--- src/verilog/soc_pkg.sv ---
package soc_pkg;

    // cluster and memory geometry
    localparam int N_CLUSTERS   = 4;
    localparam int ADDR_W       = 8;                      // word address, not byte address
    localparam int DATA_W       = 32;
    localparam int MEM_WORDS    = 1 << ADDR_W;
    localparam int REGION_WORDS = 64;                     // one region per cluster
    localparam int PROG_WORDS   = 32;                     // program sits in the low half of a region

    // masters on the L2 interconnect are the cores followed by the host port
    localparam int N_MASTERS    = N_CLUSTERS + 1;
    localparam int EXT_MASTER   = 4;
    localparam int MST_W        = $clog2(N_MASTERS);

    // request from any master towards the L2
    typedef struct packed {
        logic [ADDR_W-1:0] addr;
        logic [DATA_W-1:0] wdata;
        logic              we;
    } mem_req_t;

    // a write gets a response too, it acts as the acknowledgement
    typedef struct packed {
        logic [DATA_W-1:0] rdata;
    } mem_rsp_t;

endpackage

--- src/verilog/core_pkg.sv ---
package core_pkg;

    // a zero word decodes as halt so that an empty program stops at once
    typedef enum logic [3:0] {
        OP_HALT  = 4'h0,
        OP_LOAD  = 4'h1,
        OP_ADD   = 4'h2,
        OP_ADDI  = 4'h3,
        OP_XOR   = 4'h4,
        OP_STORE = 4'h5
    } opcode_e;

    typedef struct packed {
        opcode_e     op;      // bits 31:28
        logic [3:0]  rsvd;    // bits 27:24, ignored by the core
        logic [7:0]  addr;    // absolute word address
        logic [15:0] imm;     // zero extended by addi
    } instr_t;

    typedef enum logic [2:0] {
        IDLE,
        FETCH,
        FETCH_WAIT,
        EXEC,
        MEM_WAIT,
        DONE
    } core_state_e;

endpackage

--- src/verilog/cluster_core.sv ---
`timescale 1ns/1ps

module cluster_core
    import soc_pkg::*, core_pkg::*;
(
    input  logic       clk,
    input  logic       rst,
    input  logic       fetch_en,
    input  logic [1:0] core_id,
    input  logic       req_ready,
    input  logic       rsp_valid,
    input  mem_rsp_t   rsp,
    output logic       req_valid,
    output mem_req_t   req,
    output logic       eoc
);

    localparam int PC_W = $clog2(PROG_WORDS);

    core_state_e       state;
    logic [PC_W-1:0]   pc;
    logic [DATA_W-1:0] acc;
    instr_t            ir;
    logic [ADDR_W-1:0] base;
    logic [ADDR_W-1:0] fetch_addr;
    logic              mem_op;

    assign base       = ADDR_W'(core_id * REGION_WORDS);
    assign fetch_addr = base + ADDR_W'(pc);   // pc wraps inside the program half of the region
    assign mem_op     = ir.op inside {OP_LOAD, OP_ADD, OP_XOR, OP_STORE};
    assign eoc        = (state == DONE);

    // the request only depends on registered state, so it holds while a grant is withheld
    always_comb
    begin
        req_valid = 1'b0;
        req.addr  = fetch_addr;
        req.wdata = acc;
        req.we    = 1'b0;
        case (state)
            FETCH:
                req_valid = 1'b1;
            EXEC:
            begin
                req_valid = mem_op;
                req.addr  = ir.addr;
                req.we    = (ir.op == OP_STORE);
            end
            default:
                req_valid = 1'b0;
        endcase
    end

    always_ff @(posedge clk)
    begin
        if (rst)
        begin
            state <= IDLE;
            pc    <= '0;
        end
        else
        begin
            case (state)
                IDLE:
                    if (fetch_en)
                    begin
                        pc    <= '0;
                        state <= FETCH;
                    end
                FETCH:
                    if (req_ready)
                        state <= FETCH_WAIT;
                FETCH_WAIT:
                    if (rsp_valid)
                        state <= EXEC;
                EXEC:
                    if (mem_op)
                    begin
                        if (req_ready)
                            state <= MEM_WAIT;
                    end
                    else if (ir.op == OP_ADDI)
                    begin
                        pc    <= pc + 1'b1;
                        state <= FETCH;
                    end
                    else
                        state <= DONE;    // halt and every undefined opcode
                MEM_WAIT:
                    if (rsp_valid)
                    begin
                        pc    <= pc + 1'b1;
                        state <= FETCH;
                    end
                DONE:
                    if (!fetch_en)
                        state <= IDLE;
                default:
                    state <= IDLE;
            endcase
        end
    end

    always_ff @(posedge clk)
    begin
        case (state)
            IDLE:
                if (fetch_en)
                    acc <= '0;    // every run starts from a clean accumulator
            FETCH_WAIT:
                if (rsp_valid)
                    ir <= instr_t'(rsp.rdata);
            EXEC:
                if (ir.op == OP_ADDI)
                    acc <= acc + DATA_W'(ir.imm);
            MEM_WAIT:
                if (rsp_valid)
                begin
                    case (ir.op)
                        OP_LOAD: acc <= rsp.rdata;
                        OP_ADD:  acc <= acc + rsp.rdata;
                        OP_XOR:  acc <= acc ^ rsp.rdata;
                        default: acc <= acc;    // store only waits for its ack
                    endcase
                end
            default:
                acc <= acc;
        endcase
    end

endmodule

--- config.mk ---
export PLATFORM = sky130hd
export DESIGN_NAME = cluster_core
export DESIGN_NICKNAME = d
export VERILOG_FILES = /design/src/verilog/soc_pkg.sv /design/src/verilog/core_pkg.sv /design/src/verilog/cluster_core.sv
export SDC_FILE = /design/constraint.sdc
export NUM_CORES = 1
export LEC_CHECK = 0
export ABC_AREA = 1
export BUFFER_PORTS_ARGS = -buffer_cell sky130_fd_sc_hd__buf_2
export CAP_MARGIN = 0
export CELL_PAD_IN_SITES_DETAIL_PLACEMENT = 1
export CELL_PAD_IN_SITES_GLOBAL_PLACEMENT = 2
export CORE_AREA = 2 2 181 147
export DETAILED_ROUTE_END_ITERATION = 6
export DIE_AREA = 0 0 183 149
export GPL_ROUTABILITY_DRIVEN = 0
export GPL_TIMING_DRIVEN = 0
export PLACE_DENSITY_LB_ADDON = 0.1
export SLEW_MARGIN = 20
export SYNTH_ARGS = -nofsm -noshare
export SYNTH_HDL_FRONTEND = slang
export SYNTH_SLANG_ARGS = --single-unit
--- constraint.sdc ---
create_clock -name clk -period 3.15 [get_ports clk]
set_input_delay 0.4725 -clock clk [delete_from_list [all_inputs] [get_ports clk]]
set_output_delay 0.4725 -clock clk [all_outputs]
set_load 0.1 [all_outputs]
==> impl_results.md <==
- Worst Skew: 7.54 ps
- PwrDens: 1120 nW/um^2
- Hold WS: 322 ps
- Die footprint: 27300 um^2
- Leak: 4.47 nW
- Slew Limit Fails: 0
- RSZ-0062 raised after global routing: false
- Synth Flop Type: edfxtp_1
- Worst-case vdd ir drop: 0.000389 V
- DR iter-0 viols: 414
- Worst setup SP type: flop
- Sequential-to-total area share from yosys stat: 26.9%
- Setup Total Neg Slack: 0 ps
- Mapped Cells: 1200
- Final Cycle Share: 89.1%
- Final setup fails: 0
- Vias per inst: 4.80
- Most common cell after layout, fill and taps aside: nand2_1
- Post_cts resized: 0
- Area grow syn2layout: 16.2%
- Slew @ Worst Pin: 841 ps
- Final nets: 1383
- Clk network pwr share: 10.5%
- CP max FO: 4
- Net Sw Frac: 62.4%
- Site Rows: 53
- Crit path from: acc[0]$_DFFE_PP_
- WL final: 30.4 mm
- Die width: 183 um
- First-pass detailed-route iteration total: 5
- Asr flop ratio synth: 0%
- Antenna-violating nets left: 0
- Synth Area in Compound Gates: 9.94%
- CTS Buf Count: 9
- DR vias: 7824
- Fillcell total: 3467
- Number of synthesized flops with an enable pin: 60
- Worst setup margin: 343 ps
- DRC: 0
- Post-Synth XOR/XNOR Area: 0.240%
- Critical Path End Type: flop
- Logic pwr share: 69.1%
- Gr ovfl total: 0
- Die Y: 149 um
- Final total power: 9.50 mW
- Worst Hold Class: input pin to flop
- Int Pwr: 3.57 mW
- Minimum clock period: 2810 ps
- Largest net degree at the start of global routing: 18
- Root buf cell: clkbuf_16
- Post-Synth Adder-Cell Area: 8.79%
- Slew HR: 44.0%
- Arr. time, crit path: 2900 ps
- Core area: 25700 um^2
- Max cap viols: 0
- Pre-CTS setup slack: 190 ps
- Fmax: 0.356 GHz
- Dpl hpwl: 26.0 mm
- Routed length per placed instance: 18.7 um
- Seq pwr share: 20.4%
- Post-CTS setup buffer count: 0
- Warnings from Yosys: 0
- Multi-input gate area: 4490 um^2
- Clock Pin Slew Worst Setup and Hold Paths: 60 ps
- Layout cells sized above 1: 11.8%
- Commonest cells after routing, fill and taps aside: nand2_1 (464), inv_1 (195), nand3_1 (100)
- Later-pin clock latency in the skew report: 340 ps
- Mux share of post-synthesis cell area: 0%
- Post-synthesis average cell area: 6.07 um^2
- Main combinational cell family by area after synthesis: simple AND/OR/NAND/NOR gates
- Syn nets: 1289
- TritonCTS clock tree: done
- First-pass GRT wire length: 46.5 mm
- Synth Register Bits: 68
- Final Hold Vio Count: 0
- Port Buffers: 81
- Vias in the first global route: 7695
- Sequential Area: 1960 um^2
- H-tree levels: 3
- Initial core utilization: 28.3%
- Critical path class: flop to flop
- Post-CTS Hold Buffers: 0
- Mapped Area: 7290 um^2
- GRT Total Usage: 22.9%
- Initial antenna violation count: 1
- Simple-Gate Fraction of Synth Area: 42.3%
- Worst R2R Start: acc[0]$_DFFE_PP_
- Clk sinks: 68
- Psw: 5.93 mW
- Distinct cells, synth: 44
- WP data required: 3240 ps
- Status: finished, final reports clean
- # IOs: 82
- Hold Path Origin: rst
- Clock buffer depth: 2
synthesized netlist by cell type, types with 2 or more instances:
cell        n  area (um^2)
ha_1       48          601
nand2_1   464         1740
dfxtp_1     8          160
xnor2_1     2         17.5
a21oi_1    59          295
edfxtp_1   60         1800
nor4_2      2         25.0
o21ai_0    40          200
o21ai_1    15         75.1
inv_2       9         33.8
and2_1      3         18.8
fa_1        2         40.0
clkinv_1    2         7.51
inv_1     195          732
o21bai_1    4         30.0
clkbuf_1    4         15.0
buf_6       2         22.5
buf_2       7         35.0
or2_1       5         31.3
nand3_2     5         50.1
nand3_1   100          500
o22ai_1     3         18.8
a21o_1      3         22.5
nor4_1      2         12.5
nor2_4      2         22.5
nor2_1     92          345
a31oi_1     3         18.8
nand3b_1    9         67.6
nor3_1      8         40.0
nor2_2      9         56.3
nor3_2      5         50.1
nand4_1     7         43.8
o211ai_1    3         22.5
nand2_2     8         50.1
metal layers:
| layer | GRT usage [%] | wire length, um | vias up |
|---|---|---|---|
| met5 | 0 | 0 | - |
| met4 | 4.32 | 386 | 0 |
| met3 | 2.32 | 844 | 18 |
| met2 | 33.9 | 12500 | 104 |
| met1 | 35.9 | 16700 | 3701 |
| li1 | - | - | 4001 |
layout make-up:
class | count | share of cell area [%]
Timing Repair Buffer | 83 | 5.44
Buffer | 14 | 0.901
Inverter | 207 | 9.20
Antenna cell | 1 | 0.0295
Clock inverter | 5 | 0.620
Clock buffer | 11 | 2.75
Tap cell | 330 | 4.88
Multi-Input combinational cell | 911 | 53.0
Sequential cell | 68 | 23.2
final timing paths:
| kind | endpoint | cells past startpoint | slack, ps |
|---|---|---|---|
| worst max register to register | acc[28]$_DFFE_PP_ | 15 | 340 |
| worst max-delay path | acc[28]$_DFFE_PP_ | 15 | 340 |
| worst min-delay path | pc[1]$_SDFFE_PP0P_ | 2 | 320 |
| worst min register to register | pc[0]$_SDFFE_PP0P_ | 2 | 500 |
critical path, stage by stage, from the launching register on:
cell and delay [ps]:
edfxtp_1 400, ha_1 320, inv_1 90, fa_1 430, inv_1 140, nand3_1 80
nand3_1 180, nand3_1 110, nand3_1 210, nand2_1 120, nand2_1 80, nand2_1 50
nand3_1 80, nand2_1 70, nand2_1 120, nand2_1 70
stage by stage:
step | utilization, % | instances | instance area (um^2)
6_report | 32.9 | 1630 | 8470
4_1_cts | 32.9 | 1629 | 8470
3_3_place_gp | 31.5 | 1611 | 8110
2_1_floorplan | - | 1200 | 7290
3_5_place_dp | 31.8 | 1613 | 8180
5_1_grt | 32.9 | 1630 | 8470
flip-flops by register name, indices dropped and copies added, names as in the netlist:
name / flops
ir: 28
pc: 5
acc: 32
state: 3
kinds of logic (layout without fill, tap and decap cells):
family / after synthesis / in the layout
AO/OA/AOI/OAI: 135 / 135
XOR/XNOR: 2 / 2
adder cells (fa/ha/maj): 50 / 50
buffers and inverters: 221 / 320
flip-flops: 68 / 68
other: 0 / 1
AND/OR/NAND/NOR: 724 / 724
power groups by stage:
stage / clock network (mW) / logic [mW] / registers (mW)
6_report: 1.00 / 6.57 / 1.93
5_1_grt: 1.06 / 7.25 / 1.97
4_1_cts: 1.03 / 6.60 / 1.91
3_5_place_dp: 0 / 6.58 / 1.93
3_3_place_gp: 0 / 6.41 / 1.95
2_1_floorplan: 0 / 3.39 / 3.18
(Power assumes the default switching activity.)
