### src/verilog/soc_pkg.sv
package soc_pkg;

    // cluster and memory geometry
    localparam int N_CLUSTERS   = 4;
    localparam int ADDR_W       = 8;                      // word address, not byte address
    localparam int DATA_W       = 32;
    localparam int MEM_WORDS    = 1 << ADDR_W;
    localparam int REGION_WORDS = 64;                     // one region per cluster
    localparam int PROG_WORDS   = 32;                     // program sits in the low half of a region

    // masters on the L2 interconnect are the cores followed by the host port
    localparam int N_MASTERS    = N_CLUSTERS + 1;
    localparam int EXT_MASTER   = 4;
    localparam int MST_W        = $clog2(N_MASTERS);

    // request from any master towards the L2
    typedef struct packed {
        logic [ADDR_W-1:0] addr;
        logic [DATA_W-1:0] wdata;
        logic              we;
    } mem_req_t;

    // a write gets a response too, it acts as the acknowledgement
    typedef struct packed {
        logic [DATA_W-1:0] rdata;
    } mem_rsp_t;

endpackage

### src/verilog/mem_interconnect.sv
`timescale 1ns/1ps

module mem_interconnect
    import soc_pkg::*;
(
    input  logic                 clk,
    input  logic                 rst,
    input  logic [N_MASTERS-1:0] req_valid,
    input  mem_req_t             req [N_MASTERS],
    input  mem_rsp_t             mem_rsp,
    output logic [N_MASTERS-1:0] req_ready,
    output logic [N_MASTERS-1:0] rsp_valid,
    output mem_rsp_t             rsp,
    output logic                 mem_req_valid,
    output mem_req_t             mem_req
);

    logic [MST_W-1:0] last_grant;
    logic [MST_W-1:0] grant_idx;
    logic             grant_any;
    logic [MST_W-1:0] rsp_idx;
    logic             rsp_pending;

    // search starts one past the previous winner
    always_comb
    begin
        int cand;
        grant_any = 1'b0;
        grant_idx = last_grant;
        for (int k = 1; k <= N_MASTERS; k++)
        begin
            cand = (int'(last_grant) + k) % N_MASTERS;
            if (!grant_any && req_valid[cand])
            begin
                grant_any = 1'b1;
                grant_idx = MST_W'(cand);
            end
        end
    end

    always_comb
    begin
        req_ready = '0;
        if (grant_any)
            req_ready[grant_idx] = 1'b1;
    end

    assign mem_req_valid = grant_any;
    assign mem_req       = req[grant_idx];

    always_ff @(posedge clk)
    begin
        if (rst)
        begin
            last_grant  <= MST_W'(N_MASTERS - 1);    // master 0 wins first after reset
            rsp_pending <= 1'b0;
            rsp_idx     <= '0;
        end
        else
        begin
            rsp_pending <= grant_any;
            if (grant_any)
            begin
                last_grant <= grant_idx;
                rsp_idx    <= grant_idx;
            end
        end
    end

    // the memory answers one cycle after the grant, only the owner sees it as valid
    always_comb
    begin
        rsp_valid = '0;
        if (rsp_pending)
            rsp_valid[rsp_idx] = 1'b1;
    end

    assign rsp = mem_rsp;

endmodule

### config.mk
export PLATFORM = sky130hd
export DESIGN_NAME = mem_interconnect
export DESIGN_NICKNAME = d
export VERILOG_FILES = /design/src/verilog/soc_pkg.sv /design/src/verilog/mem_interconnect.sv
export SDC_FILE = /design/constraint.sdc
export NUM_CORES = 1
export LEC_CHECK = 0
export BUFFER_PORTS_ARGS = -buffer_cell sky130_fd_sc_hd__buf_2
export CORE_AREA = 2 2 128 130
export DETAILED_ROUTE_END_ITERATION = 8
export DIE_AREA = 0 0 130 132
export MAX_ROUTING_LAYER = met4
export PLACE_DENSITY = 0.68
export SYNTH_ARGS = -nofsm -noshare
export SYNTH_HDL_FRONTEND = slang
export SYNTH_SLANG_ARGS = --single-unit
export TNS_END_PERCENT = 30
### constraint.sdc
create_clock -name clk -period 8.4 [get_ports clk]
set_input_delay 1.68 -clock clk [delete_from_list [all_inputs] [get_ports clk]]
set_output_delay 1.68 -clock clk [all_outputs]
set_load 0.005 [all_outputs]
==> results of run 1 <==
flip-flops by register name, indices dropped and copies added, names as in the netlist:
register and count:
last_grant 3, rsp_pending 1, rsp_idx 1
path summary, 6_finish.rpt:
path / startpoint / end / slack, ns
setup / recovery: last_grant[1] / mem_req[39] / 0.42
hold / removal: rsp_idx[2] / rsp_idx[2] / 0.48
setup reg to reg: last_grant[1] / rsp_idx[2] / 2.86
hold reg to reg: rsp_idx[2] / rsp_idx[2] / 0.48
synthesized netlist by cell type (3+ instances only):
library cell,n
buf_4,41
nor4_1,3
o31ai_1,3
o21a_1,5
a2111oi_0,3
a211oi_1,49
xnor2_1,3
ha_1,24
nor3b_1,5
nor4b_1,4
nor2_1,22
o21ai_0,48
o221ai_1,42
inv_1,60
buf_6,4
and3_1,10
a211o_1,3
o211ai_1,48
nand2_1,25
a21oi_1,59
and2_1,49
nor3_1,8
o21ai_1,3
dfxtp_1,5
buf_2,17
inv_2,4
nand3_1,11
a31oi_1,46
nand2b_1,9
mux2i_1,51
clkbuf_1,56
nand4_1,4
a311oi_1,3
nor2b_1,49
o32ai_1,3
a21o_1,5
metrics by stage:
stage,cell area (µm²),cells
after floorplan,5630,837
after global placement,6810,1217
after detailed placement,6810,1217
after CTS,6890,1221
after global routing,6900,1226
final,6900,1226
metal layers:
layer | track usage (%) | wire, µm | vias to the layer above
met2 | 42.5 | 11100 | 358
met3 | 7.31 | 2450 | 50
met4 | 6.69 | 518 | 0
met5 | - | 0 | -
met1 | 34.5 | 9870 | 3378
li1 | - | - | 3483
cell families (layout without fill, tap and decap cells):
logic type	after synthesis	count (layout)	synth area share, %
simple gates	215	215	22.3
xor+xnor	7	7	1.49
buf+inv	182	350	15.8
compound gates	349	349	43.2
flops	5	5	1.78
other cells	0	5	0
fa+ha+maj	24	24	5.34
mux	55	55	10.1
worst register-to-register path, cell delays in order, from the launching register on:
cell and delay, ns:
dfxtp_1 0.64, inv_2 0.23, ha_1 0.53, inv_1 0.28, nand2_1 0.14, and2_1 0.20, ha_1 0.27, a221oi_2 0.44
a2111oi_0 0.12, nor3b_1 0.31, a31o_2 0.32, nand2_1 0.21, o21ai_4 0.20, buf_4 0.43, a21oi_4 0.12, buf_4 0.30
or4_1 0.58, a21oi_1 0.14
cell type report:
type,instances,area (µm²)
Sequential cell,5,100
Multi-Input combinational cell,650,4700
Fill cell,1653,8810
Antenna cell,5,12.5
Clock buffer,4,78.8
Tap cell,216,270
Inverter,64,240
Timing Repair Buffer,282,1500
==> flow_summary_export.csv, run 1 <==
group,metric,value,unit
grt,overflow_left_after_global_routing,0,
clocking,cts-htree-levels,1,
run,max_cap_viol_count,0,
drt,drt_iter0_drc,561,
sta,drv_slew,0,
sta,whs,0.478,ns
grt,grt_max_degree,72,
floorplan,floorplan.initialDensity,35.8,%
worst_setup_path,path_delay_family,"compound AO/OA/AOI/OAI gates",
placed_design,port_buffers,263,
worst_setup_path,timing.critical_path.required,6.72,ns
placed_design,dp_hpwl,18800,µm
logic_synthesis,synth_edf_count,0,
sta,clock-skew-final,0.00131,ns
logic_synthesis,syn_inst,837,
floorplan,rows,46,
worst_setup_path,crit_arrival,6.30,ns
final_layout,areaGrowthSynthToFinish,22.7,%
clocking,cts_hold_repair_buffers,0,
drt,totalWireLength,24000,µm
clocking,cts_resized,0,
sta,worst_slack,0.423,ns
sta,rsz0062_at_grt,"false",
worst_hold_path,worst_hold_path_type,"reg -> reg",
drt,num_vias,7269,
logic_synthesis,postSynthNetCount,1105,
drt,antenna_violating_nets_post_route,0,
clocking,clock_tree.root_cell,"clkbuf_16",
clocking,cts_made_buffers,3,
placed_design,post-place-ws,0.712,ns
logic_synthesis,area_contributors_post_synth,"mux2i_1 9.1%, a211oi_1 6.5%, o221ai_1 6.5%",
floorplan,die_area,17200,µm²
drt,post_drt_wl_per_cell,19.6,µm
logic_synthesis,ys_seq_elements,5,
clocking,clkTransAtPathRegs,0.03,ns
drt,drt-vias-per-instance,5.93,
worst_hold_path,worst_hold_path_depth,2,
floorplan,io-pin-count,328,
clocking,max_root_sink_buffers,2,
final_layout,layout.cells.most_common,"buf_2",
worst_setup_path,worstPathMaxFanout,61,
drt,drcViolationCount,0,
placed_design,place.gp.congestion,0.994,
sta,final_hold_vios,0,
final_layout,final_core_util,43.9,%
final_layout,final_cell_mix,"263 x buf_2, 60 x inv_1, 58 x a21oi_1",
worst_setup_path,crit_path_end_kind,"primary output",
worst_setup_path,cp_num_buf_inv,3,
worst_setup_path,worst_setup_path_start_kind,"register",
logic_synthesis,ys.flop_type,"dfxtp_1",
grt,wire_length_of_the_first_global_routing_pass,36500,µm
worst_setup_path,cpMaxStageDelayCell,"dfxtp_1",
worst_setup_path,timing.critical_path.mode_cell,"ha_1",
worst_setup_path,worst_path_largest_cell_delay,0.64,ns
run_status,run_status,"completed",
floorplan,placeable_area,15700,µm²
floorplan,chip_height,132,µm
logic_synthesis,yosysTopAreaCellShare,9.07,%
sta,finalCritPeriodShare,95.0,%
logic_synthesis,syn-mean-instance-area,6.72,µm²
grt,gr-usage-all-layers,27.1,%
clocking,cts.repair_timing.setup_buffer_count,0,
sta,setup_total_negative_slack,0,ns
logic_synthesis,netlist_area_pre_place,5630,µm²
clocking,cts_sinks,5,
final_layout,numnets_final,1274,
sta,slew_headroom,50.9,%
worst_setup_path,path_cells,"inv_2 -> ha_1 -> ha_1 -> nor4b_1 -> o31ai_1 -> and2_1 -> ha_1 -> nor2b_1 -> o22ai_1 -> mux2_4 -> o21ai_2 -> a311oi_1 -> nor4_1 -> a21o_4 -> buf_12 -> mux2i_1 -> o221ai_1 -> buf_2",
sta,transition_time_at_the_pin_with_the_least_slew_margin,0.729,ns
logic_synthesis,synth-seq-area-share,1.78,%
worst_setup_path,reg2regPathDepth,17,
grt,grt_antenna_before_repair,5,
clocking,clock_network_latency_to_the_later_pin_of_the_worst_skew_pair,0.23,ns
logic_synthesis,cell_taking_the_most_area_after_synthesis,"mux2i_1",
logic_synthesis,number_of_synthesis_warnings,0,
logic_synthesis,synth_cell_type_count,79,
sta,timing.fmax,0.125,GHz
worst_setup_path,crit_type,"reg -> out",
sta,setup-violations-final,0,
sta,timing.final.crit_period,7.98,ns
grt,vias_in_the_first_global_route,6588,
floorplan,floorplan.die.width,130,µm
clocking,clock_tree_from_tritoncts,"built",
worst_setup_path,crit_cells,18,
final_layout,layout_cell_share_with_drive_strength_beyond_1,31.4,%
drt,drtPass1Iterations,5,
logic_synthesis,postSynth.asyncResetShare,0,%
Power of run 1 is not shown: default switching activity piles up to over one toggle a cycle in this logic, so the estimate is an artifact.
==> run 2: changes to the inputs <==
==> constraint.sdc (replaced) <==
create_clock -name clk -period 8.4 [get_ports clk]
set_input_delay 0.42 -clock clk [delete_from_list [all_inputs] [get_ports clk]]
set_output_delay 0.42 -clock clk [all_outputs]
set_load 0.005 [all_outputs]
==> flow_summary_export.csv, run 2 (synthesis gave the netlist of run 1 again) <==
group,metric,value,unit
run_status,run_status,"completed",
sta,final_hold_vios,0,
floorplan,rows,46,
worst_setup_path,worst_setup_path_start_kind,"register",
drt,drt_iter0_drc,526,
final_layout,reg.largest.list,"last_grant: 3 flops, rsp_idx: 1 flops, rsp_pending: 1 flops",
clocking,cts.repair_timing.setup_buffer_count,0,
sta,slew_headroom,46.9,%
final_layout,fill_cells,1644,
final_layout,final_core_util,43.7,%
sta,setup_total_negative_slack,0,ns
final_layout,multi_input_comb_area,4700,µm²
placed_design,place.gp.congestion,1.00,
final_layout,register_area,100,µm²
worst_setup_path,worstPathMaxFanout,41,
clocking,cts_sinks,5,
grt,wire_length_of_the_first_global_routing_pass,36800,µm
final_layout,layout.cells.most_common,"buf_2",
final_layout,areaGrowthSynthToFinish,22.2,%
sta,drv_slew,0,
sta,timing.final.crit_period,6.69,ns
final_layout,max_flop_register,"last_grant",
worst_setup_path,regToRegSetupSlack,2.84,ns
final_layout,largest_reg_flops,3,
floorplan,floorplan.die.width,130,µm
clocking,max_root_sink_buffers,2,
clocking,cts_resized,0,
worst_setup_path,reg2regPathDepth,17,
sta,clock-skew-final,0.000655,ns
placed_design,dp_hpwl,18600,µm
sta,transition_time_at_the_pin_with_the_least_slew_margin,0.794,ns
drt,post_drt_wl_per_cell,19.7,µm
clocking,cts_made_buffers,3,
worst_hold_path,worst_hold_path_type,"in -> reg",
clocking,cts_hold_repair_buffers,0,
final_layout,layout_cell_share_with_drive_strength_beyond_1,31.4,%
sta,timing.fmax,0.149,GHz
sta,finalCritPeriodShare,79.7,%
clocking,cts-htree-levels,1,
worst_hold_path,worst_hold_path_depth,2,
drt,drcViolationCount,0,
sta,rsz0062_at_grt,"false",
run,max_cap_viol_count,0,
sta,setup-violations-final,0,
clocking,clock_tree.root_cell,"clkbuf_16",
drt,totalWireLength,24200,µm
floorplan,chip_height,132,µm
clocking,clock_network_latency_to_the_later_pin_of_the_worst_skew_pair,0.23,ns
final_layout,numnets_final,1274,
drt,num_vias,7274,
floorplan,placeable_area,15700,µm²
grt,gr-usage-all-layers,27.4,%
floorplan,floorplan.initialDensity,35.8,%
worst_setup_path,crit_type,"reg -> out",
placed_design,port_buffers,263,
drt,drtPass1Iterations,5,
clocking,clock_tree_from_tritoncts,"built",
drt,drt-vias-per-instance,5.94,
final_layout,final_cell_mix,"263 x buf_2, 60 x inv_1, 58 x a21oi_1",
grt,grt_antenna_before_repair,3,
grt,vias_in_the_first_global_route,6647,
floorplan,die_area,17200,µm²
worst_setup_path,crit_arrival,6.27,ns
grt,overflow_left_after_global_routing,0,
worst_setup_path,timing.critical_path.required,7.98,ns
drt,antenna_violating_nets_post_route,0,
worst_setup_path,crit_path_end_kind,"primary output",
floorplan,io-pin-count,328,
grt,grt_max_degree,63,
clocking,clkTransAtPathRegs,0.03,ns
run 2: worst max-delay path: stages, from the launching register on:
cell and delay, ns:
dfxtp_1 0.79, ha_1 0.54, xor2_2 0.19, ha_1 0.30, nor4b_1 0.47, o31ai_1 0.23, and2_1 0.25, ha_1 0.26
nor2b_1 0.16, o22ai_1 0.35, mux2_4 0.36, o21ai_2 0.21, a311oi_1 0.13, nor4_1 0.41, a21o_4 0.35, or2_1 0.15
buf_4 0.40, o221ai_1 0.28, buf_2 0.21
run 2: path summary, 6_finish.rpt:
| kind | start | to |
|---|---|---|
| max | last_grant[0] | mem_req[29] |
| min | rst | rsp_idx[2] |
| max reg2reg | last_grant[0] | rsp_idx[2] |
| min reg2reg | rsp_idx[2] | rsp_idx[2] |
run 2: layout make-up:
cell class                      instances  area share, %
Inverter                               64           3.50
Antenna cell                            3          0.109
Tap cell                              216           3.93
Multi-Input combinational cell        650           68.4
Sequential cell                         5           1.46
Clock buffer                            4           1.15
Timing Repair Buffer                  282           21.4
run 2: layer usage:
| layer | wire (µm) | track usage [%] | vias up | part of all wire [%] |
|---|---|---|---|---|
| met5 | 0 | - | - | 0 |
| met3 | 2870 | 8.16 | 38 | 12 |
| met2 | 11000 | 41.8 | 368 | 46 |
| met1 | 9710 | 35.6 | 3408 | 40 |
| li1 | - | - | 3460 | - |
| met4 | 580 | 6.33 | 0 | 2.4 |
run 2: through the flow:
step	setup slack, ns	cell area [µm²]	instances	hold WS, ns
after global placement	2.21	6790	1217	0.463
final	1.71	6870	1224	0.408
after CTS	1.78	6860	1221	0.404
after floorplan	2.96	5630	837	0.444
after global routing	1.31	6870	1224	0.409
after detailed placement	2.02	6790	1217	0.460
Power of run 2 is left out for the same reason.
==> run 3: changes to the inputs <==
==> constraint.sdc (replaced) <==
create_clock -name clk -period 6.4 [get_ports clk]
set_input_delay 0.32 -clock clk [delete_from_list [all_inputs] [get_ports clk]]
set_output_delay 0.32 -clock clk [all_outputs]
set_load 0.005 [all_outputs]
==> flow_summary_export.csv, run 3 (synthesis gave the netlist of run 1 again) <==
group,metric,value,unit
clocking,clock_network_latency_to_the_later_pin_of_the_worst_skew_pair,0.23,ns
final_layout,register_area,103,µm²
worst_setup_path,crit_type,"reg -> out",
grt,wire_length_of_the_first_global_routing_pass,35700,µm
sta,final_hold_vios,0,
drt,antenna_violating_nets_post_route,0,
drt,post_drt_wl_per_cell,19.5,µm
worst_setup_path,regToRegSetupSlack,1.30,ns
placed_design,place.gp.congestion,0.980,
final_layout,multi_input_comb_area,4720,µm²
worst_setup_path,crit-reg2reg-capture,"last_grant[0]",
worst_setup_path,crit_path_end,"mem_req[36]",
floorplan,rows,46,
sta,transition_time_at_the_pin_with_the_least_slew_margin,1.17,ns
grt,grt_max_degree,126,
final_layout,layout.cells.most_common,"buf_2",
drt,drt-vias-per-instance,5.89,
sta,timing.final.crit_period,6.09,ns
floorplan,floorplan.initialDensity,35.8,%
final_layout,max_flop_register,"last_grant",
worst_setup_path,crit_arrival,5.77,ns
clocking,clock_tree.root_cell,"clkbuf_16",
final_layout,numnets_final,1278,
grt,grt_antenna_before_repair,9,
worst_setup_path,crit_path_end_kind,"primary output",
floorplan,io-pin-count,328,
final_layout,largest_reg_flops,3,
sta,clock-skew-final,0.00259,ns
worst_setup_path,reg2regPathDepth,16,
grt,overflow_left_after_global_routing,0,
clocking,max_root_sink_buffers,2,
sta,drv_slew,0,
worst_setup_path,worst_setup_path_start,"last_grant[0]",
worst_hold_path,worst_hold_path_type,"in -> reg",
final_layout,layout_cell_share_with_drive_strength_beyond_1,32.3,%
sta,setup_total_negative_slack,0,ns
final_layout,final_core_util,44.3,%
floorplan,chip_height,132,µm
clocking,cts_made_buffers,3,
clocking,clock_tree_from_tritoncts,"built",
grt,vias_in_the_first_global_route,6434,
worst_setup_path,worst_setup_path_start_kind,"register",
run,max_cap_viol_count,0,
sta,timing.fmax,0.164,GHz
sta,worst_slack,0.306,ns
sta,finalCritPeriodShare,95.2,%
clocking,cts.repair_timing.setup_buffer_count,0,
worst_hold_path,timing.hold.worst.start,"rst",
drt,drt_iter0_drc,482,
placed_design,post-place-ws,0.484,ns
drt,num_vias,7268,
floorplan,die_area,17200,µm²
drt,drcViolationCount,0,
floorplan,placeable_area,15700,µm²
worst_setup_path,timing.critical_path.required,6.08,ns
final_layout,areaGrowthSynthToFinish,23.8,%
drt,totalWireLength,24100,µm
placed_design,dp_hpwl,19100,µm
sta,setup-violations-final,0,
final_layout,reg.largest.list,"last_grant: 3 flops, rsp_idx: 1 flops, rsp_pending: 1 flops",
sta,rsz0062_at_grt,"false",
worst_setup_path,r2r-start,"last_grant[0]",
placed_design,port_buffers,263,
final_layout,final_cell_mix,"263 x buf_2, 60 x inv_1, 58 x a21oi_1",
worst_setup_path,worstPathMaxFanout,41,
drt,drtPass1Iterations,5,
clocking,cts-htree-levels,1,
grt,gr-usage-all-layers,26.5,%
clocking,cts_sinks,5,
final_layout,fill_cells,1678,
run_status,run_status,"completed",
sta,slew_headroom,21.4,%
floorplan,floorplan.die.width,130,µm
clocking,clkTransAtPathRegs,0.03,ns
run 3: cell count changes in the layout (fill, tap and decap cells not counted):
cell | before | now
a211oi_1 | 49 | 48
buf_12 | 1 | 3
clkbuf_1 | 1 | 0
diode_2 | 3 | 9
a211oi_2 | 0 | 1
clkinv_2 | 0 | 1
buf_4 | 18 | 20
nor4b_2 | 0 | 2
dfxtp_2 | 0 | 2
dfxtp_1 | 5 | 3
nor4b_1 | 4 | 2
run 3: cell type report:
| class | instances | area share, % |
|---|---|---|
| antenna | 9 | 0.323 |
| timing repair buffer | 286 | 21.9 |
| multi-input combinational | 650 | 67.8 |
| clock inverter | 1 | 0.0719 |
| sequential | 5 | 1.47 |
| clock buffer | 3 | 1.08 |
| tap | 216 | 3.88 |
| inverter | 64 | 3.45 |
run 3: worst min-delay path by stage:
stage	end	slack [ns]	cells past startpoint
2_1_floorplan	rsp_idx[2]	0.39	1
3_3_place_gp	rsp_idx[2]	0.46	2
5_1_grt	rsp_idx[2]	0.32	2
4_1_cts	rsp_idx[2]	0.31	2
6_report	last_grant[1]	0.31	2
3_5_place_dp	rsp_idx[2]	0.47	2
run 3: worst max-delay path: stages, from the launching register on:
cell	delay [ns]
dfxtp_1	0.58
ha_1	0.28
xor2_2	0.29
ha_1	0.35
or4b_1	0.19
nand4_1	0.21
and2_1	0.25
ha_1	0.25
nor2b_1	0.14
o22ai_1	0.43
mux2_4	0.37
o21ai_2	0.21
a311oi_1	0.14
nor4_1	0.48
a21o_4	0.36
or2_1	0.15
buf_4	0.40
o221ai_1	0.24
buf_2	0.21
run 3: per-layer routing:
layer | vias up | GRT usage [%] | share of wire (%) | wire, µm
met5 | - | - | 0 | 0
met4 | 0 | 8.06 | 3.1 | 744
met3 | 56 | 7.14 | 11 | 2560
met2 | 361 | 39.8 | 45 | 10900
met1 | 3359 | 34.5 | 41 | 9850
li1 | 3492 | - | - | -
run 3: timing repair:
item / in CTS / in global routing
endpoints found under the setup margin: 0 / 42
gates resized for setup: 0 / 5
hold buffers: 0 / 0
run 3: through the flow:
stage	cells	area [µm²]	hold slack (ns)
global route	1234	6960	0.317
CTS	1225	6920	0.309
detailed placement	1221	6840	0.467
global placement	1221	6840	0.461
floorplan	837	5630	0.389
finish	1234	6960	0.308
Power of run 3 is left out for the same reason.
